<file path="config.mk">
export PLATFORM = sky130hd
export DESIGN_NAME = hazardUnit
export DESIGN_NICKNAME = d
export VERILOG_FILES = /design/src/logic/hazardUnit.sv
export VERILOG_INCLUDE_DIRS = /design/src /design/src/logic
export SDC_FILE = /design/constraint.sdc
export NUM_CORES = 1
export LEC_CHECK = 0
export BUFFER_PORTS_ARGS = -buffer_cell sky130_fd_sc_hd__clkbuf_2
export CAP_MARGIN = 20
export CORE_AREA = 8 8 45 47
export DETAILED_ROUTE_END_ITERATION = 7
export DIE_AREA = 0 0 53 55
export PLACE_DENSITY = 0.31
export SLEW_MARGIN = 20
export SYNTH_ARGS = -nofsm -noshare
export SYNTH_HDL_FRONTEND = slang
export SYNTH_SLANG_ARGS = --single-unit
</file>
<file path="constraint.sdc">
create_clock -name vclk -period 1.9
set_input_delay 0.57 -clock vclk [all_inputs]
set_output_delay 0.57 -clock vclk [all_outputs]
set_load 0.005 [all_outputs]
</file>
<file path="src/logic/proc_consts.svh">
`ifndef PROC_CONSTS_SVH
`define PROC_CONSTS_SVH

`define WORD_W     16
`define REG_COUNT  8
`define IMEM_DEPTH 256
`define DMEM_DEPTH 256
`define NOP_WORD   16'h0800 // Opcode 00001, all fields zero

`endif

</file>
<file path="src/logic/hazardUnit.sv">
`timescale 1ns/1ps
`include "proc_consts.svh"

module hazardUnit (
	input  logic [$clog2(`REG_COUNT)-1:0] rs,
	input  logic [$clog2(`REG_COUNT)-1:0] rt,
	input  logic usesRs,
	input  logic usesRt,
	input  logic [$clog2(`REG_COUNT)-1:0] exDest,
	input  logic exRegWrite,
	input  logic [$clog2(`REG_COUNT)-1:0] memDest,
	input  logic memRegWrite,
	output logic stall
);

	logic rsHit;
	logic rtHit;

	// Writeback is covered by the register file bypass
	assign rsHit = usesRs &&
		((exRegWrite && rs == exDest) || (memRegWrite && rs == memDest));
	assign rtHit = usesRt &&
		((exRegWrite && rt == exDest) || (memRegWrite && rt == memDest));

	assign stall = rsHit || rtHit;

	// No clock here, so checked once the inputs settle
	always_comb begin
		useFlagsKnown: assert final (!(stall && $isunknown({usesRs, usesRt})))
			else $error("Stall raised on unknown use flags");
	end

endmodule

</file>
==> flow_summary.json <==
{
  "status": "complete, no violations",
  "antenna_found_initial": 0,
  "first_pass_iters": 2,
  "synth_commonest_cells": "xnor2_1 (12), nand4_1 (4), nand2_1 (2)",
  "setup_viol": 0,
  "relSlewSlack_pct": 90.4,
  "hp-class": "input port to primary output",
  "max_cap_violations": 0,
  "io-pin-count": 17,
  "avgRoutedWirePerCell_um": 10.2,
  "postCtsHoldBufs": 0,
  "yosysMostFrequentCell": "xnor2_1",
  "finalCriticalPeriod_ps": 1860,
  "grt_remaining_overflow": 0,
  "dieWidth_um": 53,
  "dp.cells": 52,
  "synth_nets": 35,
  "worst_slack_ps": 39.6,
  "n_antenna_cell": 0,
  "power_frac_seq_pct": 0,
  "hold_viol_final": 0,
  "num_rows": 14,
  "first_iter_violations": 1,
  "powerDensity_nw_per_um2": 230,
  "via_count": 196,
  "gp_congestion": 0.586,
  "grt_pass1_wl_um": 772,
  "finalPower_mw": 0.0741,
  "ys_seq_area_share_pct": 0,
  "clock.fmax_mhz": 538,
  "nFlopsAndLatches": 0,
  "end_kind": "primary output",
  "final-seq-area_sq_um": 0,
  "die_area_sq_um": 2920,
  "synthTopCellsByArea": "xnor2_1 (72%), nand4_1 (17%), a22o_1 (6.0%)",
  "coreArea_sq_um": 1380,
  "dp_slack_ps": 44.7,
  "holdWs_ps": 1430,
  "start_kind": "input port",
  "worst_pin_slew_ps": 143,
  "syn_inst": 19,
  "critPathMaxFanout": 2,
  "syn-mean-instance-area_sq_um": 7.70,
  "combPwrFrac_pct": 100.0,
  "track_usage_pct": 3.32,
  "nFillCells": 168,
  "wirelength_um": 530,
  "io_buffers": 17,
  "avgViaCountPerCell": 3.77,
  "start_util_pct": 10.6,
  "switchingPower_mw": 0.0285,
  "nNetsFinal": 54,
  "intPower_mw": 0.0456,
  "worstPathArrival_ps": 1290,
  "leakage_nw": 0.160,
  "drcViolationCount": 0,
  "area_growth_pct": 120,
  "ys_types": 4,
  "final_cells": 52,
  "clkPwrFrac_pct": 0,
  "n_clock_buffer": 0,
  "grt_pass1_vias": 209,
  "die_h_um": 55,
  "drv_slew": 0,
  "drt.antenna.violating_nets": 0,
  "yosys.area.top_type": "xnor2_1",
  "grt_max_degree": 3,
  "drive_gt1_share_pct": 66.7,
  "netlist.area_leader.share_pct": 71.8,
  "syn_area_sq_um": 146,
  "fin_crit_sh_pct": 97.9,
  "ys_warn_count": 0,
  "p_sw_share_pct": 38.4,
  "vdd.ir_drop.worst_v": 0.0000465,
  "dp_hpwl_um": 515,
  "crit_type": "input port to primary output",
  "crit_required_ps": 1330
}
==> metrics by stage <==
step	TNS, ps	instance area [sq um]	utilization, %
6_report	0	322	23.2
4_1_cts	0	251	18.2
2_1_floorplan	0	146	-
3_3_place_gp	0	251	18.2
5_1_grt	-3.63	322	23.2
3_5_place_dp	0	251	18.2
==> kinds of logic after synthesis <==
| logic type | synth area share [%] |
|---|---|
| xor gates and xnor gates | 71.8 |
| and+or+nand+nor | 22.2 |
| AOI/OAI and AO/OA | 5.98 |
==> routing by layer <==
metal	vias to the layer above	GRT usage, %	part of all wire (%)
li1	101	-	-
met1	86	3.92	35
met2	9	5.86	52
met3	0	1.34	13
met4	0	0	0
met5	-	0	0
==> area by class of cell <==
cell class / instances / area, sq um / area share (%)
Multi-Input combinational cell: 19 / 199 / 61.9
Tap cell: 16 / 20.0 / 6.23
Timing Repair Buffer: 17 / 103 / 31.9
==> cell usage in the layout (no fill, tap or decap), drive strengths merged <==
master  Yosys  layout
nand2       2       2
buf         0       4
clkbuf      0      13
xnor2      12      12
a22o        1       1
nand4       4       4
==> timing repair <==
action                                  in CTS  in global routing
setup buffers                                0                  0
endpoints found under the setup margin       0                  1
resized for setup                            0                 17
==> final timing paths <==
check	start	to	slack, ps	cells past startpoint
max	rs[1]	stall	40	6
min	usesRt	stall	1430	3
==> critical path, cell delays in order <==
cell and delay (ps):
clkbuf_2 130, xnor2_2 140, nand4_1 80, nand2_1 60
a22o_1 200, clkbuf_2 110
==> power by group through the flow <==
stage / clock network, mW / registers (mW) / logic (mW)
finish: 0 / 0 / 0.0741
global route: 0 / 0 / 0.0805
CTS: 0 / 0 / 0.0579
detailed placement: 0 / 0 / 0.0578
global placement: 0 / 0 / 0.0585
floorplan: 0 / 0 / 0.0281
No activity file was read; power rests on OpenSTA's default activity.
