File: src/logic/proc_consts.svh
`ifndef PROC_CONSTS_SVH
`define PROC_CONSTS_SVH

`define WORD_W     16
`define REG_COUNT  8
`define IMEM_DEPTH 256
`define DMEM_DEPTH 256
`define NOP_WORD   16'h0800 // Opcode 00001, all fields zero

`endif

File: src/logic/isaPkg.sv
package isaPkg;

	typedef enum logic [4:0] {
		opHalt  = 5'b00000,
		opNop   = 5'b00001,
		opJ     = 5'b00100,
		opAddi  = 5'b01000,
		opBeqz  = 5'b01100,
		opSt    = 5'b10000,
		opLd    = 5'b10001,
		opRtype = 5'b11011
	} opcodeE;

	// Also the func field of RTYPE
	typedef enum logic [1:0] {
		aluAdd = 2'b00,
		aluSub = 2'b01,
		aluXor = 2'b10,
		aluAnd = 2'b11
	} aluOpE;

	typedef struct packed {
		opcodeE opcode;
		logic [2:0] rs;
		logic [2:0] rt;
		logic [2:0] rd;
		aluOpE func;
	} rFmtT;

	typedef struct packed {
		opcodeE opcode;
		logic [2:0] rs;
		logic [2:0] rd;
		logic [4:0] imm5;
	} iFmtT;

	typedef struct packed {
		opcodeE opcode;
		logic [2:0] rs;
		logic [7:0] imm8;
	} bFmtT;

	typedef struct packed {
		opcodeE opcode;
		logic [10:0] disp11;
	} jFmtT;

	// Same 16 bits, read through whichever format the opcode calls for
	typedef union packed {
		rFmtT rFmt;
		iFmtT iFmt;
		bFmtT bFmt;
		jFmtT jFmt;
	} instrU;

endpackage

File: src/logic/pipePkg.sv
`include "proc_consts.svh"

package pipePkg;
	import isaPkg::*;

	typedef logic [$clog2(`REG_COUNT)-1:0] regSelT;

	typedef struct packed {
		logic regWrite;
		logic memRead;
		logic memWrite;
		logic isHalt;
		aluOpE aluOp;
	} ctrlT;

	typedef struct packed {
		logic [`WORD_W-1:0] pc2; // PC plus 2
		instrU instr;
		logic valid;
	} ifIdT;

	typedef struct packed {
		ctrlT ctrl;
		logic [`WORD_W-1:0] opA;
		logic [`WORD_W-1:0] opB; // rt value or extended immediate
		logic [`WORD_W-1:0] storeData;
		regSelT destReg;
	} idExT;

	typedef struct packed {
		ctrlT ctrl;
		logic [`WORD_W-1:0] aluRes;
		logic [`WORD_W-1:0] storeData;
		regSelT destReg;
	} exMemT;

	typedef struct packed {
		logic regWrite;
		logic isHalt;
		regSelT destReg;
		logic [`WORD_W-1:0] result;
	} memWbT;

	// One register write seen at writeback
	typedef struct packed {
		logic valid;
		regSelT regSel;
		logic [`WORD_W-1:0] data;
	} wbT;

	// Byte address, same word indexing as the PC
	typedef struct packed {
		logic en;
		logic [`WORD_W-1:0] addr;
		logic [`WORD_W-1:0] data;
	} progT;

endpackage

File: src/logic/memory.sv
`timescale 1ns/1ps
`include "proc_consts.svh"

module memory
	import pipePkg::*;
(
	input  logic clk,
	input  logic rstN,
	input  exMemT exMem,
	output memWbT memWb,
	output logic halted,
	output logic [$clog2(`REG_COUNT)-1:0] dest,
	output logic regWrite
);

	localparam int DMEM_AW = $clog2(`DMEM_DEPTH);

	logic [`WORD_W-1:0] dmem [`DMEM_DEPTH];
	logic [`WORD_W-1:0] loadData;
	logic haltSeen;

	assign loadData = dmem[exMem.aluRes[DMEM_AW:1]];

	always_ff @(posedge clk) begin
		if (exMem.ctrl.memWrite)
			dmem[exMem.aluRes[DMEM_AW:1]] <= exMem.storeData;
	end

	assign dest = exMem.destReg;
	assign regWrite = exMem.ctrl.regWrite;

	// MEM/WB register
	always_ff @(posedge clk) begin
		if (!rstN) begin
			memWb.regWrite <= 1'b0;
			memWb.isHalt <= 1'b0;
			haltSeen <= 1'b0;
		end else begin
			memWb.regWrite <= exMem.ctrl.regWrite;
			memWb.isHalt <= exMem.ctrl.isHalt;
			memWb.destReg <= exMem.destReg;
			memWb.result <= exMem.ctrl.memRead ? loadData : exMem.aluRes;
			haltSeen <= halted;
		end
	end

	assign halted = haltSeen || memWb.isHalt; // Sticky from HALT's writeback

	loadXorStore: assert property (@(posedge clk) disable iff (!rstN)
		!(exMem.ctrl.memRead && exMem.ctrl.memWrite))
		else $error("Load and store in the same slot");

endmodule

File: config.mk
export PLATFORM = sky130hd
export DESIGN_NAME = memory
export DESIGN_NICKNAME = d
export VERILOG_FILES = /design/src/logic/isaPkg.sv /design/src/logic/pipePkg.sv /design/src/logic/memory.sv
export VERILOG_INCLUDE_DIRS = /design/src /design/src/logic
export SDC_FILE = /design/constraint.sdc
export NUM_CORES = 2
export LEC_CHECK = 0
export BUFFER_PORTS_ARGS = -buffer_cell sky130_fd_sc_hd__clkbuf_2
export CELL_PAD_IN_SITES_DETAIL_PLACEMENT = 1
export CELL_PAD_IN_SITES_GLOBAL_PLACEMENT = 2
export CORE_MARGIN = 2
export CORE_UTILIZATION = 58
export CTS_BUF_LIST = sky130_fd_sc_hd__clkbuf_8
export DETAILED_ROUTE_END_ITERATION = 7
export PLACE_DENSITY_LB_ADDON = 0.25
export SYNTH_ARGS = -nofsm -noshare
export SYNTH_HDL_FRONTEND = slang
export SYNTH_SLANG_ARGS = --single-unit
File: constraint.sdc
create_clock -name clk -period 7.5 [get_ports clk]
set_input_delay 0.75 -clock clk [delete_from_list [all_inputs] [get_ports clk]]
set_output_delay 0.75 -clock clk [all_outputs]
set_load 0.02 [all_outputs]
==> summary.md <==
| Metric | Value |
|---|---|
| Slew Limit Fails | `0` |
| Leading cell type in the layout, fill and taps excluded | `edfxtp_1` |
| CTS buffer count | `648` |
| Setup repair bufs after CTS | `0` |
| Seq/Total Area, Yosys | `77.85%` |
| Grt ovf | `0` |
| Critical path fanouts, max | `65` |
| Starting Density | `58.19%` |
| Pin count of the biggest net entering global routing | `155` |
| Total power divided by cell area | `258.2 nW/um2` |
| Critical path cell sequence | `buf_12 -> buf_4 -> mux4_2 -> mux4_2 -> a211oi_1 -> o21a_1 -> o211ai_1 -> o22a_1` |
| Setup TNS Final | `0 ps` |
| Ys flop type | `edfxtp_1` |
| Relative slew slack | `5.178%` |
| Share of layout cells above drive strength 1 | `29.60%` |
| Unique masters post-synth | `59` |
| Pre-CTS WS | `2170 ps` |
| Htree depth | `6` |
| Peak VDD IR | `0.2620 mV` |
| Worst min-delay path class | `in -> reg` |
| Number of flops mapped to enable cells by yosys | `4115` |
| CTS tree | `done` |
| Fill count | `21780` |
| Syn Area/Cell | `22.85 um2` |
| Reg2reg path depth | `6` |
| Comb pwr share | `5.3%` |
| Crit Path Category | `in -> reg` |
| Worst slew pin tran | `1422 ps` |
| Clock-pin slew on the worst setup and hold paths | `60 ps` |
| Placeable Area | `272900 um2` |
| Die height | `527.3 um` |
| Die ar. | `278000 um2` |
| Routability cong. | `0.8508` |
| Hpwl dp | `261600 um` |
| Max Freq | `232.1 MHz` |
| CP arrival | `5250 ps` |
| Post-Syn Nets | `6993` |
| Cells after synthesis | `6950` |
| First-pass GRT wire length | `627700 um` |
| Yosys reg bits | `4118` |
| Num Clock Sinks | `4118` |
| Sequential cell area | `123600 um2` |
| Post-Layout Cell Count | `11750` |
| Area growth, synth to finish | `11.34%` |
| Die width | `527.3 um` |
| Max-cap violations | `0` |
| Setup crit end kind | `flip-flop` |
| Ratio of final minimum period to clock period | `57.46%` |
| Clock Tree Buf Depth | `4` |
| Post-CTS resize count | `0` |
| Most frequent cells in the layout | `4115 x edfxtp_1, 1025 x mux4_2, 669 x clkbuf_8` |
| Drt drc | `0` |
| Initial antenna violation count | `20` |
| Worst EP required | `8440 ps` |
| CP bufs+invs | `2` |
| Internal Power | `0.03501 W` |
| Stages on the worst setup path | `8` |
| I/O pins | `69` |
| Final WL | `442300 um` |
| Type of origin of the critical path | `input port` |
| Synth async-reset ratio | `0%` |
| Vias per cell | `6.787` |
| Via count | `79750` |
| Endpoints failing setup | `0` |
| Final Util | `64.79%` |
| Dpl cells | `10570` |
| Fin nets | `7689` |
| Synth warn | `0` |
| Family with the most delay on the worst path | `compound AO/OA/AOI/OAI gates` |
| Drt wl/cell | `37.65 um` |
| Clk pwr share | `39.0%` |
| Setup Skew | `45.62 ps` |
| Switching share of power | `23.30%` |
| Mapped cell area | `158800 um2` |
| DR pass1 iterations | `5` |
| Final Hold Vio Count | `0` |
| Hold path depth | `1` |
| Iteration-0 DRC Markers | `11920` |
| Tot GR Track Use | `32.11%` |
| Clk_lat worst skew | `1210 ps` |
| # rows | `192` |
| Leakage | `56.35 nW` |
| Hold Buf Count CTS | `13` |
| Vias in the first global route | `82480` |
| Net Switching | `0.01064 W` |
| DRT antenna net count | `0` |
| Most frequent CP cell | `mux4_2` |
| Final min period | `4309 ps` |
| Status | `finished, final reports clean` |
| CP max-delay cell | `a211oi_1` |
| Worst setup margin | `3191 ps` |
| CTS Root Cell | `clkbuf_8` |
| RSZ-0062 raised after global routing | `false` |
| Sequential share of power | `55.7%` |
| Area of the multi-input gates | `33100 um2` |
| Peak per-stage delay on the critical path | `770 ps` |
| I/O Buffers | `66` |
-- cells by family after synthesis --
kind of cell           count (synthesis)  synth area share [%]
AO/OA/AOI/OAI                        435                 1.965
buffers and inverters                416                 1.587
flip-flops                          4118                 77.85
multiplexers                        1405                 16.95
AND/OR/NAND/NOR                      576                 1.647
-- worst register-to-register path, stage by stage, from the launching register on --
cell and delay, ps:
edfxtp_1 380, mux4_2 500, mux4_2 560, a211oi_1 770, o21a_1 320, o211ai_1 470, o22a_1 370
-- area by class of cell --
class	instances	share of cell area [%]
well taps	3589	2.540
multi-input cells	2416	18.72
inverters	2	0.004246
diodes	15	0.02123
repair buffers	460	2.115
clock inverters	489	1.541
clock buffers	660	5.137
flip-flops and latches	4118	69.92
-- through the flow --
step                      cell area (um2)  total power (W)  hold WS [ps]
after floorplan                    158800          0.02714         594.2
after global placement             164800          0.02822         524.8
after detailed placement           164800          0.02831         527.9
after CTS                          176800          0.04581         2.217
after global routing               176800          0.04681         32.39
final                              176800          0.04565         46.39
-- power by group through the flow --
stage	clock network, W	registers (W)	logic [W]
after CTS	0.0180	0.0254	0.00242
after detailed placement	0	0.0259	0.00241
after global placement	0	0.0259	0.00233
after floorplan	0	0.0259	0.00125
final	0.0178	0.0254	0.00244
after global routing	0.0189	0.0254	0.00252
-- path summary, 6_finish.rpt --
kind	from	to	slack [ps]
worst min-delay path	exMem[5]	dmem[119][2]$_DFFE_PP_	50
worst min register to register	haltSeen$_SDFF_PN0_	haltSeen$_SDFF_PN0_	530
worst max-delay path	exMem[20]	memWb[13]$_DFFE_PP_	3190
worst max register to register	dmem[115][13]$_DFFE_PP_	memWb[13]$_DFFE_PP_	3890
-- flip-flops by register name, indices dropped and copies added (netlist names) --
| name | count |
|---|---|
| dmem | 4096 |
| haltSeen | 1 |
| memWb | 21 |
-- cells in the mapped netlist (all sizes together), types with 13 or more instances --
| cell | count | area (um2) |
|---|---|---|
| nor2 | 272 | 1021 |
| nor3 | 57 | 285.3 |
| o22ai | 57 | 356.6 |
| a211oi | 28 | 210.2 |
| nor2b | 25 | 156.4 |
| nand2b | 14 | 87.58 |
| clkbuf | 124 | 465.5 |
| mux4 | 1025 | 23080 |
| mux2i | 354 | 3543 |
| edfxtp | 4115 | 123600 |
| nand3 | 61 | 305.3 |
| nand4 | 14 | 87.58 |
| mux2 | 26 | 292.8 |
| a21oi | 44 | 220.2 |
| o21ai | 31 | 155.1 |
| nand2 | 76 | 285.3 |
| a22o | 22 | 192.7 |
| a2111oi | 16 | 140.1 |
| a31oi | 13 | 81.33 |
| buf | 290 | 2047 |
| a22oi | 148 | 1111 |
-- routing by layer --
metal / share of wire [%] / vias up / GRT usage [%] / routed length, um
met5: 0.0029 / - / 0 / 13
met4: 4.0 / 2 / 11.84 / 17710
met3: 10 / 801 / 5.958 / 45270
met2: 47 / 4872 / 49.18 / 209000
met1: 39 / 42960 / 46.97 / 170400
li1: - / 31110 / - / -
Note: power is estimated with default switching activity, not from simulation.
