`config.mk`:
```
export PLATFORM = sky130hd
export DESIGN_NAME = execute
export DESIGN_NICKNAME = d
export VERILOG_FILES = /design/src/logic/isaPkg.sv /design/src/logic/pipePkg.sv /design/src/logic/execute.sv
export VERILOG_INCLUDE_DIRS = /design/src /design/src/logic
export SDC_FILE = /design/constraint.sdc
export NUM_CORES = 1
export LEC_CHECK = 0
export ABC_AREA = 1
export BUFFER_PORTS_ARGS = -buffer_cell sky130_fd_sc_hd__clkbuf_2
export CORE_UTILIZATION = 55
export CTS_CLUSTER_DIAMETER = 120
export CTS_CLUSTER_SIZE = 20
export DETAILED_ROUTE_END_ITERATION = 8
export PLACE_DENSITY_LB_ADDON = 0.05
export SLEW_MARGIN = 0
export SYNTH_ARGS = -nofsm -noshare
export SYNTH_HDL_FRONTEND = slang
export SYNTH_SLANG_ARGS = --single-unit
```
`constraint.sdc`:
```
create_clock -name clk -period 5.2 [get_ports clk]
set_input_delay 1.56 -clock clk [delete_from_list [all_inputs] [get_ports clk]]
set_output_delay 1.56 -clock clk [all_outputs]
set_load 0.02 [all_outputs]
```
`src/logic/proc_consts.svh`:
```
`ifndef PROC_CONSTS_SVH
`define PROC_CONSTS_SVH

`define WORD_W     16
`define REG_COUNT  8
`define IMEM_DEPTH 256
`define DMEM_DEPTH 256
`define NOP_WORD   16'h0800 // Opcode 00001, all fields zero

`endif

```
`src/logic/isaPkg.sv`:
```
package isaPkg;

	typedef enum logic [4:0] {
		opHalt  = 5'b00000,
		opNop   = 5'b00001,
		opJ     = 5'b00100,
		opAddi  = 5'b01000,
		opBeqz  = 5'b01100,
		opSt    = 5'b10000,
		opLd    = 5'b10001,
		opRtype = 5'b11011
	} opcodeE;

	// Also the func field of RTYPE
	typedef enum logic [1:0] {
		aluAdd = 2'b00,
		aluSub = 2'b01,
		aluXor = 2'b10,
		aluAnd = 2'b11
	} aluOpE;

	typedef struct packed {
		opcodeE opcode;
		logic [2:0] rs;
		logic [2:0] rt;
		logic [2:0] rd;
		aluOpE func;
	} rFmtT;

	typedef struct packed {
		opcodeE opcode;
		logic [2:0] rs;
		logic [2:0] rd;
		logic [4:0] imm5;
	} iFmtT;

	typedef struct packed {
		opcodeE opcode;
		logic [2:0] rs;
		logic [7:0] imm8;
	} bFmtT;

	typedef struct packed {
		opcodeE opcode;
		logic [10:0] disp11;
	} jFmtT;

	// Same 16 bits, read through whichever format the opcode calls for
	typedef union packed {
		rFmtT rFmt;
		iFmtT iFmt;
		bFmtT bFmt;
		jFmtT jFmt;
	} instrU;

endpackage

```
`src/logic/pipePkg.sv`:
```
`include "proc_consts.svh"

package pipePkg;
	import isaPkg::*;

	typedef logic [$clog2(`REG_COUNT)-1:0] regSelT;

	typedef struct packed {
		logic regWrite;
		logic memRead;
		logic memWrite;
		logic isHalt;
		aluOpE aluOp;
	} ctrlT;

	typedef struct packed {
		logic [`WORD_W-1:0] pc2; // PC plus 2
		instrU instr;
		logic valid;
	} ifIdT;

	typedef struct packed {
		ctrlT ctrl;
		logic [`WORD_W-1:0] opA;
		logic [`WORD_W-1:0] opB; // rt value or extended immediate
		logic [`WORD_W-1:0] storeData;
		regSelT destReg;
	} idExT;

	typedef struct packed {
		ctrlT ctrl;
		logic [`WORD_W-1:0] aluRes;
		logic [`WORD_W-1:0] storeData;
		regSelT destReg;
	} exMemT;

	typedef struct packed {
		logic regWrite;
		logic isHalt;
		regSelT destReg;
		logic [`WORD_W-1:0] result;
	} memWbT;

	// One register write seen at writeback
	typedef struct packed {
		logic valid;
		regSelT regSel;
		logic [`WORD_W-1:0] data;
	} wbT;

	// Byte address, same word indexing as the PC
	typedef struct packed {
		logic en;
		logic [`WORD_W-1:0] addr;
		logic [`WORD_W-1:0] data;
	} progT;

endpackage

```
`src/logic/execute.sv`:
```
`timescale 1ns/1ps
`include "proc_consts.svh"

module execute
	import isaPkg::*, pipePkg::*;
(
	input  logic clk,
	input  logic rstN,
	input  idExT idEx,
	output exMemT exMem,
	output logic [$clog2(`REG_COUNT)-1:0] dest,
	output logic regWrite
);

	logic [`WORD_W-1:0] aluRes;

	always_comb begin
		case (idEx.ctrl.aluOp)
			aluAdd: aluRes = idEx.opA + idEx.opB; // Also address for LD and ST
			aluSub: aluRes = idEx.opA - idEx.opB;
			aluXor: aluRes = idEx.opA ^ idEx.opB;
			aluAnd: aluRes = idEx.opA & idEx.opB;
			default: aluRes = idEx.opA + idEx.opB;
		endcase
	end

	// Seen by the hazard unit
	assign dest = idEx.destReg;
	assign regWrite = idEx.ctrl.regWrite;

	// EX/MEM register
	always_ff @(posedge clk) begin
		if (!rstN) begin
			exMem.ctrl <= '0;
		end else begin
			exMem.ctrl <= idEx.ctrl;
			exMem.aluRes <= aluRes;
			exMem.storeData <= idEx.storeData;
			exMem.destReg <= idEx.destReg;
		end
	end

endmodule

```
==> report_table.html <==
<table>
<tr><th>Metric</th><th>Value</th></tr>
<tr><th colspan="2">Run status</th></tr>
<tr><td>Result of the run</td><td>complete, no violations</td></tr>
<tr><th colspan="2">Worst setup path</th></tr>
<tr><td>Maximum cell stage delay along the critical path</td><td>0.38 ns</td></tr>
<tr><td>Critical Path Slowest Stage Cell</td><td>ha_1</td></tr>
<tr><td>Cell family contributing the most delay on the critical path</td><td>simple AND/OR/NAND/NOR gates</td></tr>
<tr><td>Instance count on the critical path</td><td>19</td></tr>
<tr><td>Worst Path Max Fanout</td><td>6</td></tr>
<tr><td>WP buf/inv</td><td>4</td></tr>
<tr><td>Sort of element at the end of the critical path</td><td>flop</td></tr>
<tr><td>Kind of start point of the critical path</td><td>primary input</td></tr>
<tr><td>Most frequent cell on the critical path</td><td>nand2_1</td></tr>
<tr><td>Required @ worst endpoint</td><td>5.25 ns</td></tr>
<tr><td>Crit path kind</td><td>primary input to flop</td></tr>
<tr><td>Arrival time of data at the critical path endpoint</td><td>3.73 ns</td></tr>
<tr><td>Crit-path cells</td><td>clkbuf_2 -&gt; inv_1 -&gt; ha_1 -&gt; nand2_1 -&gt; nor2_2 -&gt; nand3_1 -&gt; nand2_1 -&gt; xor2_1 -&gt; inv_1 -&gt; ha_1 -&gt; nand2_1 -&gt; inv_1 -&gt; nand3_1 -&gt; nor3_1 -&gt; nand2_1 -&gt; nand2_1 -&gt; nand2_1 -&gt; nand3_1 -&gt; nand2_1</td></tr>
<tr><th colspan="2">STA</th></tr>
<tr><td>Minimum hold slack</td><td>1.436 ns</td></tr>
<tr><td>Setup repair after global routing missed its margin</td><td>no</td></tr>
<tr><td>Pins over their slew limit</td><td>0</td></tr>
<tr><td>Slew Limit Headroom</td><td>35.99%</td></tr>
<tr><td>Count of endpoints failing setup in the final report</td><td>0</td></tr>
<tr><td>Fmax</td><td>approximately 270 MHz</td></tr>
<tr><td>Slew at the pin closest to its max-slew limit</td><td>0.9602 ns</td></tr>
<tr><td>Period utilization</td><td>70.66%</td></tr>
<tr><td>Fin. Hold Viols</td><td>0</td></tr>
<tr><td>Final critical path time including I/O delays and setup</td><td>3.674 ns</td></tr>
<tr><td>Accumulated negative setup slack</td><td>0 ns</td></tr>
<tr><th colspan="2">Job</th></tr>
<tr><td>Count of max-cap constraint violations</td><td>0</td></tr>
<tr><th colspan="2">CTS</th></tr>
<tr><td>Buffer depth of the longest clock path</td><td>2</td></tr>
<tr><td>Clock net sink count</td><td>41</td></tr>
<tr><td>Postcts setup bufs</td><td>0</td></tr>
<tr><td>Root cell of the clock tree</td><td>clkbuf_8</td></tr>
<tr><td>Post_cts resized</td><td>0</td></tr>
<tr><td>Number of hold buffers added after cts</td><td>0</td></tr>
<tr><td>CTS tree</td><td>yes</td></tr>
<tr><td>Clock buffer count from CTS</td><td>5</td></tr>
<tr><td>H-tree depth</td><td>2</td></tr>
<tr><td>Clock input transition at the sequential cells of the worst setup and hold paths</td><td>0.08 ns</td></tr>
<tr><th colspan="2">Global route</th></tr>
<tr><td>Met3 routing resource usage after global routing</td><td>3.836%</td></tr>
<tr><td>First-pass GRT wire length</td><td>around 10000 µm</td></tr>
<tr><td>Met1 Usage GRT</td><td>33.14%</td></tr>
<tr><td>Largest net degree at the start of global routing</td><td>42</td></tr>
<tr><td>Initial antenna violation count</td><td>0</td></tr>
<tr><td>Global route hottest layer</td><td>met2</td></tr>
<tr><td>Total global routing track utilization</td><td>24.39%</td></tr>
<tr><td>Overflow after GRT</td><td>0</td></tr>
<tr><td>Met2 layer usage reported by global route</td><td>40.22%</td></tr>
<tr><td>Number of global-route vias before repair</td><td>2327</td></tr>
<tr><th colspan="2">Drt</th></tr>
<tr><td>Final wirelength</td><td>6518 µm</td></tr>
<tr><td>Drt wl/cell</td><td>12.18 µm</td></tr>
<tr><td>Total vias in the final route</td><td>about 2700</td></tr>
<tr><td>Vias per Instance</td><td>4.955</td></tr>
<tr><td>Post-route antenna net violation count</td><td>0</td></tr>
<tr><td>Remaining design rule violation count</td><td>0</td></tr>
<tr><td>Length of the first detailed-routing pass in iterations</td><td>4</td></tr>
<tr><td>DRC violation total after the first TritonRoute iteration</td><td>160</td></tr>
<tr><th colspan="2">Logic synthesis</th></tr>
<tr><td>Prevailing post-synth register cell</td><td>edfxtp_1</td></tr>
<tr><td>Yosys top cell area share</td><td>35.10%</td></tr>
<tr><td>Top post-synthesis cells by area</td><td>edfxtp_1 35%, ha_1 13%, nand2_1 13%</td></tr>
<tr><td>Dominant cell by count in the synthesized netlist</td><td>nand2_1</td></tr>
<tr><td>Async set or reset register ratio after synthesis</td><td>0%</td></tr>
<tr><td>Number of flops mapped to enable cells by yosys</td><td>35</td></tr>
<tr><td>Cell area after technology mapping</td><td>approximately 0.003 mm²</td></tr>
<tr><td>Yosys cell types</td><td>37</td></tr>
<tr><td>#FFs+latches synth</td><td>41</td></tr>
<tr><td>Synth area leader</td><td>edfxtp_1</td></tr>
<tr><td>Sequential area share after synthesis</td><td>approximately 39%</td></tr>
<tr><td>Warning count from the yosys run</td><td>0</td></tr>
<tr><td>Post-Synthesis Cells</td><td>362</td></tr>
<tr><td>Post-synth net total</td><td>approximately 450</td></tr>
<tr><td>Mean cell area of the mapped netlist</td><td>8.271 µm²</td></tr>
<tr><td>Most common library cells after synthesis</td><td>102 x nand2_1, 47 x inv_1, 35 x edfxtp_1</td></tr>
<tr><th colspan="2">Power</th></tr>
<tr><td>Total power draw</td><td>between 0.9 and 1 mW</td></tr>
<tr><td>Power per Cell Area</td><td>269.8 mW/mm²</td></tr>
<tr><td>Peak ir drop on the vdd network</td><td>0.0001626 V</td></tr>
<tr><td>Leakage power summed over all cells</td><td>1.914 nW</td></tr>
<tr><th colspan="2">Floorplan</th></tr>
<tr><td>Number of top-level pins</td><td>104</td></tr>
<tr><td>Die Span Y</td><td>approximately 76 µm</td></tr>
<tr><td>Starting utilization of the core area</td><td>between 50% and 60%</td></tr>
<tr><td>Standard-cell rows</td><td>26</td></tr>
<tr><td>Core area</td><td>0.005172 mm²</td></tr>
<tr><td>Area of the die</td><td>0.005743 mm²</td></tr>
<tr><td>Width of the die</td><td>75.78 µm</td></tr>
<tr><th colspan="2">Finish</th></tr>
<tr><td>Registers with the most flip-flops</td><td>exMem (41)</td></tr>
<tr><td>Count of nets after finishing</td><td>556</td></tr>
<tr><td>Count of filler cells inserted in the layout</td><td>around 450</td></tr>
<tr><td>Fraction of layout instances using a drive strength above 1</td><td>27.31%</td></tr>
<tr><td>Area growth syn-to-layout</td><td>21.69%</td></tr>
<tr><td>Largest register FFs</td><td>around 40</td></tr>
<tr><td>Antenna diodes</td><td>0</td></tr>
<tr><td>Register with the most flip-flops</td><td>exMem</td></tr>
<tr><th colspan="2">Placement</th></tr>
<tr><td>Placer Congestion</td><td>between 0.9 and 1</td></tr>
<tr><td>Estimated wirelength of the detail-placed design</td><td>5305 µm</td></tr>
<tr><td>I/O Buffers</td><td>between 100 and 150</td></tr>
<tr><th colspan="2">Min path</th></tr>
<tr><td>Number of stages on the worst hold path</td><td>1</td></tr>
<tr><td>Path class of the lowest-slack min-delay path</td><td>primary input to flop</td></tr>
</table>
-- report_power, final --
| group | total (mW) | switching (mW) | internal, mW |
|---|---|---|---|
| Sequential | 0.404 | 0.00731 | 0.397 |
| Clock | 0.250 | 0.107 | 0.142 |
| Combinational | 0.329 | 0.210 | 0.119 |
| Total | 0.983 | 0.325 | 0.658 |
-- cells in the final DEF (no fill, tap or decap), types with 2 or more instances in the layout --
cell / Yosys / layout
dfxtp_1: 6 / 6
nor3_1: 2 / 2
nand3b_1: 3 / 3
xnor2_1: 7 / 7
clkbuf_8: 1 / 5
o21bai_1: 2 / 2
nand2_2: 5 / 5
edfxtp_1: 35 / 35
o21ai_0: 12 / 12
a21oi_1: 17 / 17
nor2_4: 2 / 2
nor2_1: 23 / 23
nand3_1: 23 / 23
nand4_1: 2 / 2
clkbuf_2: 0 / 103
nor2_2: 2 / 2
a22o_1: 6 / 6
inv_1: 47 / 47
nand2_1: 102 / 102
xor2_1: 7 / 7
ha_1: 32 / 32
o21ai_1: 5 / 5
-- cells by family after synthesis --
family	synth area share, %
DFF	39.11
buffers and inverters	8.399
AOI/OAI and AO/OA	9.988
xor gates and xnor gates	4.095
adders and majority gates	14.04
and+or+nand+nor	24.36
-- per-stage QoR --
step | instance area [µm²] | worst slack (ns) | util, % | instances
2_1_floorplan | 2994 | 1.636 | - | 362
3_3_place_gp | 3536 | 1.259 | 68.36 | 527
3_5_place_dp | 3536 | 1.230 | 68.36 | 527
4_1_cts | 3643 | 1.544 | 70.44 | 535
5_1_grt | 3643 | 1.196 | 70.44 | 535
6_report | 3643 | 1.526 | 70.44 | 535
-- cell type report --
class                           instances  area (µm²)  area share [%]
Clock inverter                          2       35.03          0.9615
Sequential cell                        41        1171           32.14
Inverter                               50       190.2           5.220
Clock buffer                            6       72.57           1.992
Multi-Input combinational cell        263        1572           43.13
Timing Repair Buffer                  103       515.5           14.15
Tap cell                               70       87.58           2.404
-- per-layer routing --
layer / routed length [µm] / up-vias / part of all wire [%]
met5: 0 / - / 0
met3: 478 / 8 / 7.3
li1: - / 1396 / -
met2: 2889 / 104 / 44
met1: 3050 / 1143 / 47
met4: 100 / 0 / 1.5
-- final timing paths --
| path | start | endpoint | slack (ns) |
|---|---|---|---|
| max | idEx[19] | exMem[32] | 1.53 |
| min | idEx[7] | exMem[7] | 1.44 |
Note: power is estimated with default switching activity, not from simulation.
