$ cat config.mk
export PLATFORM = sky130hd
export DESIGN_NAME = decode
export DESIGN_NICKNAME = d
export VERILOG_FILES = /design/src/logic/isaPkg.sv /design/src/logic/pipePkg.sv /design/src/logic/decode.sv
export VERILOG_INCLUDE_DIRS = /design/src /design/src/logic
export SDC_FILE = /design/constraint.sdc
export NUM_CORES = 1
export LEC_CHECK = 0
export BUFFER_PORTS_ARGS = -buffer_cell sky130_fd_sc_hd__buf_4
export CAP_MARGIN = 25
export CORE_MARGIN = 2
export CORE_UTILIZATION = 30
export DETAILED_ROUTE_END_ITERATION = 7
export SLEW_MARGIN = 0
export SYNTH_ARGS = -nofsm -noshare
export SYNTH_HDL_FRONTEND = slang
export SYNTH_SLANG_ARGS = --single-unit
$ cat constraint.sdc
create_clock -name clk -period 3.6 [get_ports clk]
set_input_delay 0.36 -clock clk [delete_from_list [all_inputs] [get_ports clk]]
set_output_delay 0.36 -clock clk [all_outputs]
set_load 0.01 [all_outputs]
$ cat src/logic/proc_consts.svh
`ifndef PROC_CONSTS_SVH
`define PROC_CONSTS_SVH

`define WORD_W     16
`define REG_COUNT  8
`define IMEM_DEPTH 256
`define DMEM_DEPTH 256
`define NOP_WORD   16'h0800 // Opcode 00001, all fields zero

`endif

$ cat src/logic/isaPkg.sv
package isaPkg;

	typedef enum logic [4:0] {
		opHalt  = 5'b00000,
		opNop   = 5'b00001,
		opJ     = 5'b00100,
		opAddi  = 5'b01000,
		opBeqz  = 5'b01100,
		opSt    = 5'b10000,
		opLd    = 5'b10001,
		opRtype = 5'b11011
	} opcodeE;

	// Also the func field of RTYPE
	typedef enum logic [1:0] {
		aluAdd = 2'b00,
		aluSub = 2'b01,
		aluXor = 2'b10,
		aluAnd = 2'b11
	} aluOpE;

	typedef struct packed {
		opcodeE opcode;
		logic [2:0] rs;
		logic [2:0] rt;
		logic [2:0] rd;
		aluOpE func;
	} rFmtT;

	typedef struct packed {
		opcodeE opcode;
		logic [2:0] rs;
		logic [2:0] rd;
		logic [4:0] imm5;
	} iFmtT;

	typedef struct packed {
		opcodeE opcode;
		logic [2:0] rs;
		logic [7:0] imm8;
	} bFmtT;

	typedef struct packed {
		opcodeE opcode;
		logic [10:0] disp11;
	} jFmtT;

	// Same 16 bits, read through whichever format the opcode calls for
	typedef union packed {
		rFmtT rFmt;
		iFmtT iFmt;
		bFmtT bFmt;
		jFmtT jFmt;
	} instrU;

endpackage

$ cat src/logic/pipePkg.sv
`include "proc_consts.svh"

package pipePkg;
	import isaPkg::*;

	typedef logic [$clog2(`REG_COUNT)-1:0] regSelT;

	typedef struct packed {
		logic regWrite;
		logic memRead;
		logic memWrite;
		logic isHalt;
		aluOpE aluOp;
	} ctrlT;

	typedef struct packed {
		logic [`WORD_W-1:0] pc2; // PC plus 2
		instrU instr;
		logic valid;
	} ifIdT;

	typedef struct packed {
		ctrlT ctrl;
		logic [`WORD_W-1:0] opA;
		logic [`WORD_W-1:0] opB; // rt value or extended immediate
		logic [`WORD_W-1:0] storeData;
		regSelT destReg;
	} idExT;

	typedef struct packed {
		ctrlT ctrl;
		logic [`WORD_W-1:0] aluRes;
		logic [`WORD_W-1:0] storeData;
		regSelT destReg;
	} exMemT;

	typedef struct packed {
		logic regWrite;
		logic isHalt;
		regSelT destReg;
		logic [`WORD_W-1:0] result;
	} memWbT;

	// One register write seen at writeback
	typedef struct packed {
		logic valid;
		regSelT regSel;
		logic [`WORD_W-1:0] data;
	} wbT;

	// Byte address, same word indexing as the PC
	typedef struct packed {
		logic en;
		logic [`WORD_W-1:0] addr;
		logic [`WORD_W-1:0] data;
	} progT;

endpackage

$ cat src/logic/decode.sv
`timescale 1ns/1ps
`include "proc_consts.svh"

module decode
	import isaPkg::*, pipePkg::*;
(
	input  logic clk,
	input  logic rstN,
	input  ifIdT ifId,
	input  memWbT wb,
	input  logic stall,
	output logic [$clog2(`REG_COUNT)-1:0] rs,
	output logic [$clog2(`REG_COUNT)-1:0] rt,
	output logic usesRs,
	output logic usesRt,
	output logic redirect,
	output logic [`WORD_W-1:0] target,
	output logic stopFetch,
	output idExT idEx,
	output logic err
);

	logic [`WORD_W-1:0] regs [`REG_COUNT];
	instrU ins;
	ctrlT ctrl;
	regSelT destReg;
	logic [`WORD_W-1:0] rsData;
	logic [`WORD_W-1:0] rtData;
	logic [`WORD_W-1:0] imm5Ext;
	logic [`WORD_W-1:0] imm8Ext;
	logic [`WORD_W-1:0] disp11Ext;
	logic useImm;
	logic isBranch;
	logic isJump;
	logic illegal;
	logic haltSeen;
	logic errSeen;

	assign ins = ifId.instr;
	assign imm5Ext = {{(`WORD_W-5){ins.iFmt.imm5[4]}}, ins.iFmt.imm5};
	assign imm8Ext = {{(`WORD_W-8){ins.bFmt.imm8[7]}}, ins.bFmt.imm8};
	assign disp11Ext = {{(`WORD_W-11){ins.jFmt.disp11[10]}}, ins.jFmt.disp11};

	always_comb begin
		ctrl = '0;
		destReg = ins.iFmt.rd;
		rt = ins.rFmt.rt; // Same bits as rd of a store
		usesRs = 1'b0;
		usesRt = 1'b0;
		useImm = 1'b0;
		isBranch = 1'b0;
		isJump = 1'b0;
		illegal = 1'b0;
		if (ifId.valid) begin
			case (ins.rFmt.opcode)
				opHalt: ctrl.isHalt = 1'b1;
				opNop: ;
				opJ: isJump = 1'b1;
				opAddi: begin
					ctrl.regWrite = 1'b1;
					usesRs = 1'b1;
					useImm = 1'b1;
				end
				opBeqz: begin
					usesRs = 1'b1;
					isBranch = 1'b1;
				end
				opSt: begin
					ctrl.memWrite = 1'b1;
					usesRs = 1'b1;
					usesRt = 1'b1;
					useImm = 1'b1;
				end
				opLd: begin
					ctrl.memRead = 1'b1;
					ctrl.regWrite = 1'b1;
					usesRs = 1'b1;
					useImm = 1'b1;
				end
				opRtype: begin
					ctrl.regWrite = 1'b1;
					ctrl.aluOp = ins.rFmt.func;
					destReg = ins.rFmt.rd;
					usesRs = 1'b1;
					usesRt = 1'b1;
				end
				default: illegal = 1'b1;
			endcase
		end
	end

	assign rs = ins.rFmt.rs;

	// Write before read
	assign rsData = (wb.regWrite && wb.destReg == rs) ? wb.result : regs[rs];
	assign rtData = (wb.regWrite && wb.destReg == rt) ? wb.result : regs[rt];

	always_ff @(posedge clk) begin
		if (!rstN) begin
			for (int i = 0; i < `REG_COUNT; i++)
				regs[i] <= '0;
		end else if (wb.regWrite) begin
			regs[wb.destReg] <= wb.result;
		end
	end

	// A stalled BEQZ may be looking at a stale rs
	assign redirect = !stall && (isJump || (isBranch && rsData == '0));
	assign target = ifId.pc2 + (isJump ? disp11Ext : imm8Ext);

	assign stopFetch = haltSeen || ctrl.isHalt;
	assign err = errSeen || illegal;

	always_ff @(posedge clk) begin
		if (!rstN) begin
			haltSeen <= 1'b0;
			errSeen <= 1'b0;
			idEx.ctrl <= '0;
		end else begin
			haltSeen <= stopFetch;
			errSeen <= err;
			idEx.ctrl <= stall ? '0 : ctrl; // Bubble while stalled
			idEx.opA <= rsData;
			idEx.opB <= useImm ? imm5Ext : rtData;
			idEx.storeData <= rtData;
			idEx.destReg <= destReg;
		end
	end

	// A taken redirect flushes fetch instead of being held by a stall
	redirectFlushes: assert property (@(posedge clk) disable iff (!rstN)
		redirect |=> (!ifId.valid && ifId.instr == `NOP_WORD))
		else $error("Redirect did not flush IF/ID");

endmodule

==> results.toml, run 1 <==
[route]
drt-pass1-iter-count = 6
ant_nets = 0
via_per_inst = 5.025
routed_wl_mm = 28.25
drtIter0Drc = 495
num_vias = 6713
avgRoutedWirePerCell_um = 21.15
drc = 0

[die]
core_mm2 = 0.03270
start_util_pct = 30.65
rows = 66
dieArea_mm2 = 0.03489
die_h_um = 186.8
pin_count = 141
die_x_um = 186.8

[pwr]
peakVddDrop_mv = 0.2290
pwr_density_cell_mw_per_mm2 = 448.4
p_leak_nw = 4.677
p_total_mw = 5.536

[place]
finalWeightedCongestion = 0.8274
io_buffers = 139
dpl.cell_count = 1302
dp_hpwl_mm = 19.40

[clock_tree]
clockBufferDepth = 2
clk_latency_ns = 0.45
clock_sinks = 187
cts_buffers = 17
clkSlewWorstSetupHoldPaths_ns = 0.07
cts_tree = "yes"
cts_max_level = 4
cts_root_buffer = "clkbuf_16"

[finish]
antennaDiodeCount = 0
area_growth_pct = 23.19
fin_cells = 1336
nNetsFinal = 954
layout-drive-gt1-share_pct = 34.34

[sta]
finClkSkew_ns = 0.01326
fin_crit_ns = 3.441
maxSlewHeadroom_pct = 32.58
rsz0062_at_grt = "false"
fin_hold_ws_ns = 0.1047
drv_slew = 0
finalHoldViolCount = 0
setup_viol = 0
max_slew.worst_pin.slew_ns = 1.010
fin_crit_sh_pct = 95.59
fmax_ghz = 0.2906

[logic_synthesis]
ys.flop_type = "edfxtp_1"
yosysWarningCount = 0
synth.distinct_cells = 55
synth_top_cell_area_share_pct = 53.63
syn_area_mm2 = 0.01002
syn-num-nets = 802
synth.avg_cell_area_um2 = 13.75
synthCells = 729
synth-seq-cells = 187
synth_area_leaders = "edfxtp_1, mux4_2, and2_1, mux2i_1, mux2_2"
async_reset_ff_share_pct = 0
yosysTopAreaCell = "edfxtp_1"
synth_edf_count = 179
ys_seq_area_share_pct = 55.22

[critical_path]
endpoint_kind = "primary output"
worstPathCellList = "buf_4 > nor4b_4 > nand3b_1 > buf_4 > mux2_2 > ha_1 > a21o_1 > or3_1 > o211a_1 > a311oi_1 > o21bai_1 > xor3_1 > buf_4"
crit_type = "in -> out"
cpPeakStageDelay_ns = 0.34
cp.arrival_ns = 3.08
path_common_cell = "buf_4"
cp-start-kind = "input port"
required_ns = 3.24
cp_slowest_cell = "or3_1"
cp_max_fo = 4

[global_route]
grt-ovfl-total = 0
antenna_found_initial = 1
grt_pass1_vias = 6777
grt_max_degree = 36
grt_pass1_wl_mm = 42.26
grt_usage_pct = 16.27

[status]
status = "complete, no violations"

[worst_hold_path]
hp-class = "in -> reg"

[flow_run]
max-cap-violations = 0
through the flow:
| stage | cell area [um^2] | worst slack, ns | util, % | setup TNS, ns |
|---|---|---|---|---|
| 2_1_floorplan | 10020 | 0.1037 | - | 0 |
| 3_3_place_gp | 11700 | -0.07489 | 35.79 | -0.1137 |
| 3_5_place_dp | 11710 | -0.1250 | 35.81 | -0.2064 |
| 4_1_cts | 12320 | 0.0005649 | 37.67 | 0 |
| 5_1_grt | 12350 | 0.02584 | 37.76 | 0 |
| 6_report | 12350 | 0.1587 | 37.76 | 0 |
final timing paths:
kind                    from         end  slack, ns  cells past startpoint
setup / recovery    ifId[13]  target[15]       0.16                     13
hold / removal         stall    idEx[53]       0.10                      2
setup reg to reg  regs[3][1]    idEx[20]       1.82                      4
hold reg to reg      errSeen     errSeen       0.55                      2
report_power, final:
group / switching [mW] / internal (mW) / leakage [nW]
Sequential: 0.0617 / 2.57 / 1.79
Combinational: 0.510 / 0.471 / 2.59
Clock: 0.932 / 0.997 / 0.293
Total: 1.50 / 4.03 / 4.68
synthesized netlist by cell type, types with 3 or more instances:
| cell | n |
|---|---|
| edfxtp_1 | 179 |
| and2_1 | 130 |
| mux4_2 | 61 |
| nor2_1 | 57 |
| a21oi_1 | 42 |
| mux2i_1 | 33 |
| clkbuf_1 | 28 |
| mux2_2 | 20 |
| nand2_1 | 17 |
| ha_1 | 15 |
| o21ai_0 | 14 |
| xnor2_1 | 14 |
| buf_2 | 11 |
| o21a_1 | 9 |
| buf_4 | 8 |
| dfxtp_1 | 8 |
| inv_1 | 8 |
| nor3_1 | 7 |
| nand2b_1 | 6 |
| nand3_1 | 5 |
| a21o_1 | 4 |
| and3_1 | 4 |
| a22oi_1 | 3 |
| nand3b_1 | 3 |
| nand4_1 | 3 |
| nor2b_1 | 3 |
cells by family after synthesis:
family / count (synthesis) / synth area share, %
and+or+nand+nor: 249 / 13.84
DFF: 187 / 55.22
muxes: 114 / 19.25
AOI/OAI and AO/OA: 88 / 5.343
buffers and inverters: 59 / 2.721
xor gates and xnor gates: 16 / 1.548
adders and majority gates: 16 / 2.072
registers in the layout, indices dropped and copies added, names as in the netlist:
signal    count
idEx         57
errSeen       1
regs        128
haltSeen      1
cell type report:
class	count	area, um^2
Fill cell	3128	20350
Sequential cell	187	5535
Multi-Input combinational cell	483	4250
Timing Repair Buffer	183	1374
Tap cell	442	553.0
Clock buffer	17	425.4
Clock inverter	15	176.4
Inverter	9	33.78
cell usage in the layout, fill, tap and decap left out, types with 3 or more instances in the layout:
cell       count
buf_4        183
edfxtp_1     179
and2_1       130
mux4_2        61
nor2_1        55
a21oi_1       42
mux2i_1       33
mux2_2        20
nand2_1       17
clkbuf_16     17
ha_1          15
xnor2_1       14
o21a_1         9
inv_1          8
o21ai_0        8
dfxtp_1        8
nor3_1         7
nand2b_1       6
o21ai_1        6
nand3_1        5
inv_6          5
a21o_1         4
and3_1         4
inv_8          4
nand3b_1       3
nor2b_1        3
nand4_1        3
a22oi_1        3
routing by layer:
| metal | GRT usage, % | vias to the layer above | wire, um |
|---|---|---|---|
| met1 | 20.40 | 3370 | 11580 |
| met4 | 5.891 | 2 | 754 |
| li1 | - | 3050 | - |
| met5 | 0 | - | 10 |
| met3 | 4.100 | 44 | 1978 |
| met2 | 27.21 | 247 | 13930 |
repair_timing:
action,CTS,global route
setup buffers,1,0
pin swaps,1,0
hold buffers,0,0
setup endpoints to repair,2,3
gates resized for setup,0,3
critical path: cells and delay by family:
family	cells	cell delay, ns
XOR/XNOR	1	0.19
buffers and inverters	3	0.44
AO/OA/AOI/OAI	4	0.79
adder cells (fa/ha/maj)	1	0.29
multiplexers	1	0.28
AND/OR/NAND/NOR	3	0.73
(Power assumes the default switching activity.)
==> run 2, diff against run 1 <==
--- a/config.mk
+++ b/config.mk
@@ -6,11 +6,13 @@
 export SDC_FILE = /design/constraint.sdc
 export NUM_CORES = 1
 export LEC_CHECK = 0
+export ABC_AREA = 1
 export BUFFER_PORTS_ARGS = -buffer_cell sky130_fd_sc_hd__buf_4
 export CAP_MARGIN = 25
 export CORE_MARGIN = 2
 export CORE_UTILIZATION = 30
 export DETAILED_ROUTE_END_ITERATION = 7
+export SKIP_CTS_REPAIR_TIMING = 1
 export SLEW_MARGIN = 0
 export SYNTH_ARGS = -nofsm -noshare
 export SYNTH_HDL_FRONTEND = slang
==> run 2 against run 1 <==
Net effect: sequential share of layout area up 0.082 points; wire length up 13%; die area up 2.4%; combinational power about the same; non-clock buffer count down 10; cell area down 0.18%; register-to-register slack better by 0.19 ns; largest cell class unchanged; largest power group unchanged; sequential power about the same; sequential cell count unchanged; utilization down 1.1 points; critical endpoint is now target[13]; via count up 33%; count of clock-buffer cells in the layout up 3.
==> results.toml, run 2 <==
[die]
pin_count = 141
dieArea_mm2 = 0.03574
start_util_pct = 30.56
rows = 67
core_mm2 = 0.03362
die_x_um = 189.1
die_h_um = 189.1

[sta]
fin_hold_ws_ns = 0.1186
worst_slack_ns = 0.4182
fmax_ghz = 0.3143
finClkSkew_ns = 0.01078
setup_viol = 0
max_slew.worst_pin.slew_ns = 0.8841
fin_crit_sh_pct = 88.38
fin_crit_ns = 3.182
maxSlewHeadroom_pct = 41.06
rsz0062_at_grt = "false"
tns_ns = 0
finalHoldViolCount = 0
drv_slew = 0

[route]
drt-pass1-iter-count = 6
routed_wl_mm = 31.87
drc = 0
via_per_inst = 4.992
ant_nets = 0
num_vias = 8916
drtIter0Drc = 1038
avgRoutedWirePerCell_um = 17.84

[critical_path]
cpLargestDelayFamily = "simple AND/OR/NAND/NOR gates"
cpPeakStageDelay_ns = 0.39
cp-start-kind = "input port"
worstPathCellList = "buf_4 > nor2_1 > nand2_1 > nor3_1 > nand2_1 > o21ai_1 > inv_1 > ha_1 > nand2_1 > inv_1 > nand2_1 > o41ai_1 > xor2_1 > buf_4"
endpoint_kind = "primary output"
cp_max_fo = 5
path_common_cell = "nand2_1"
cp_num_buf_inv = 4
required_ns = 3.24
cp_slowest_cell = "o41ai_1"
crit_type = "in -> out"
r2r_slack_ns = 2.01
cp.arrival_ns = 2.82

[global_route]
grt_usage_pct = 17.72
grt_pass1_vias = 8536
antenna_found_initial = 0
grt-ovfl-total = 0
grt_pass1_wl_mm = 48.08
grt_max_degree = 63

[logic_synthesis]
syn_area_mm2 = 0.01027
ys_seq_area_share_pct = 53.88
async_reset_ff_share_pct = 0
yosys-top-cells-count = "nand2_1, nor2_1, edfxtp_1"
synth_area_leaders = "edfxtp_1, nand2_1, nor2_1, a21oi_1, o21ai_0"
syn-num-nets = 1274
synth_edf_count = 179
ys.flop_type = "edfxtp_1"
yosysTopAreaCell = "edfxtp_1"
synth.distinct_cells = 39
synth_most_common_cell = "nand2_1"
synthCells = 1201
synth-seq-cells = 187
synth.avg_cell_area_um2 = 8.554
synth_top_cell_area_share_pct = 52.32
yosysWarningCount = 0

[finish]
antennaDiodeCount = 0
postLayoutCellArea_mm2 = 0.01233
top_regs = "regs (128), idEx (57)"
layout.cells.most_common = "nand2_1"
layout-drive-gt1-share_pct = 16.82
area_growth_pct = 19.97
final_cell_mix = "nand2_1, nor2_1, edfxtp_1"
nNetsFinal = 1398
top_register = "regs"
largest_register_ff_count = 128

[pwr]
pwr_density_cell_mw_per_mm2 = 439.7
p_leak_nw = 5.275
peakVddDrop_mv = 0.3252

[place]
io_buffers = 139
dp_slack_ns = 0.4174
dp_hpwl_mm = 21.82
dpl-instance-area_mm2 = 0.01178
finalWeightedCongestion = 0.8710

[clock_tree]
cts_root_buffer = "clkbuf_16"
cts_max_level = 4
clkSlewWorstSetupHoldPaths_ns = 0.07
cts_buffers = 17
clk_latency_ns = 0.43
clockBufferDepth = 2
clock_sinks = 187
cts_tree = "yes"

[flow_run]
max-cap-violations = 0

[status]
status = "complete, no violations"

[worst_hold_path]
hp-class = "in -> reg"
## run 2: final timing paths
kind          startpoint         end  cells past startpoint
max             ifId[13]  target[13]                     14
min                stall    idEx[53]                      2
max reg2reg  regs[1][15]    idEx[34]                      8
min reg2reg      errSeen     errSeen                      2
## run 2: layer usage
layer / wire length (um) / track usage, %
met5: 0 / 0
met4: 822 / 6.611
met3: 2579 / 2.910
met2: 15180 / 29.63
met1: 13280 / 23.03
## run 2: cell families (layout without fill, tap and decap cells)
family | Yosys count | in the layout | share of synthesized area [%]
AND/OR/NAND/NOR | 517 | 517 | 20.51
AO/OA/AOI/OAI | 259 | 259 | 13.48
buffers and inverters | 206 | 343 | 8.744
flip-flops | 187 | 187 | 53.88
adder cells (fa/ha/maj) | 16 | 16 | 2.022
XOR/XNOR | 16 | 16 | 1.364
## run 2: power by group
part / total (mW) / internal [mW] / switching [mW]
Sequential: 2.61 / 2.55 / 0.0507
Combinational: 0.981 / 0.365 / 0.616
Clock: 1.83 / 0.964 / 0.868
## run 2: per-stage QoR
| step | power, mW | utilization, % | instances |
|---|---|---|---|
| 2_1_floorplan | 3.199 | - | 1201 |
| 3_3_place_gp | 3.622 | 35.03 | 1754 |
| 3_5_place_dp | 3.643 | 35.03 | 1754 |
| 4_1_cts | 5.463 | 36.67 | 1786 |
| 5_1_grt | 5.651 | 36.67 | 1786 |
| 6_report | 5.419 | 36.67 | 1786 |
## run 2: layout make-up
cell class	instances	area (um^2)
clock buffers	20	436.7
clock inverters	12	112.6
fillers	3397	21290
inverters	138	523.0
multi-input cells	808	3846
flip-flops and latches	187	5535
well taps	448	560.5
repair buffers	173	1311
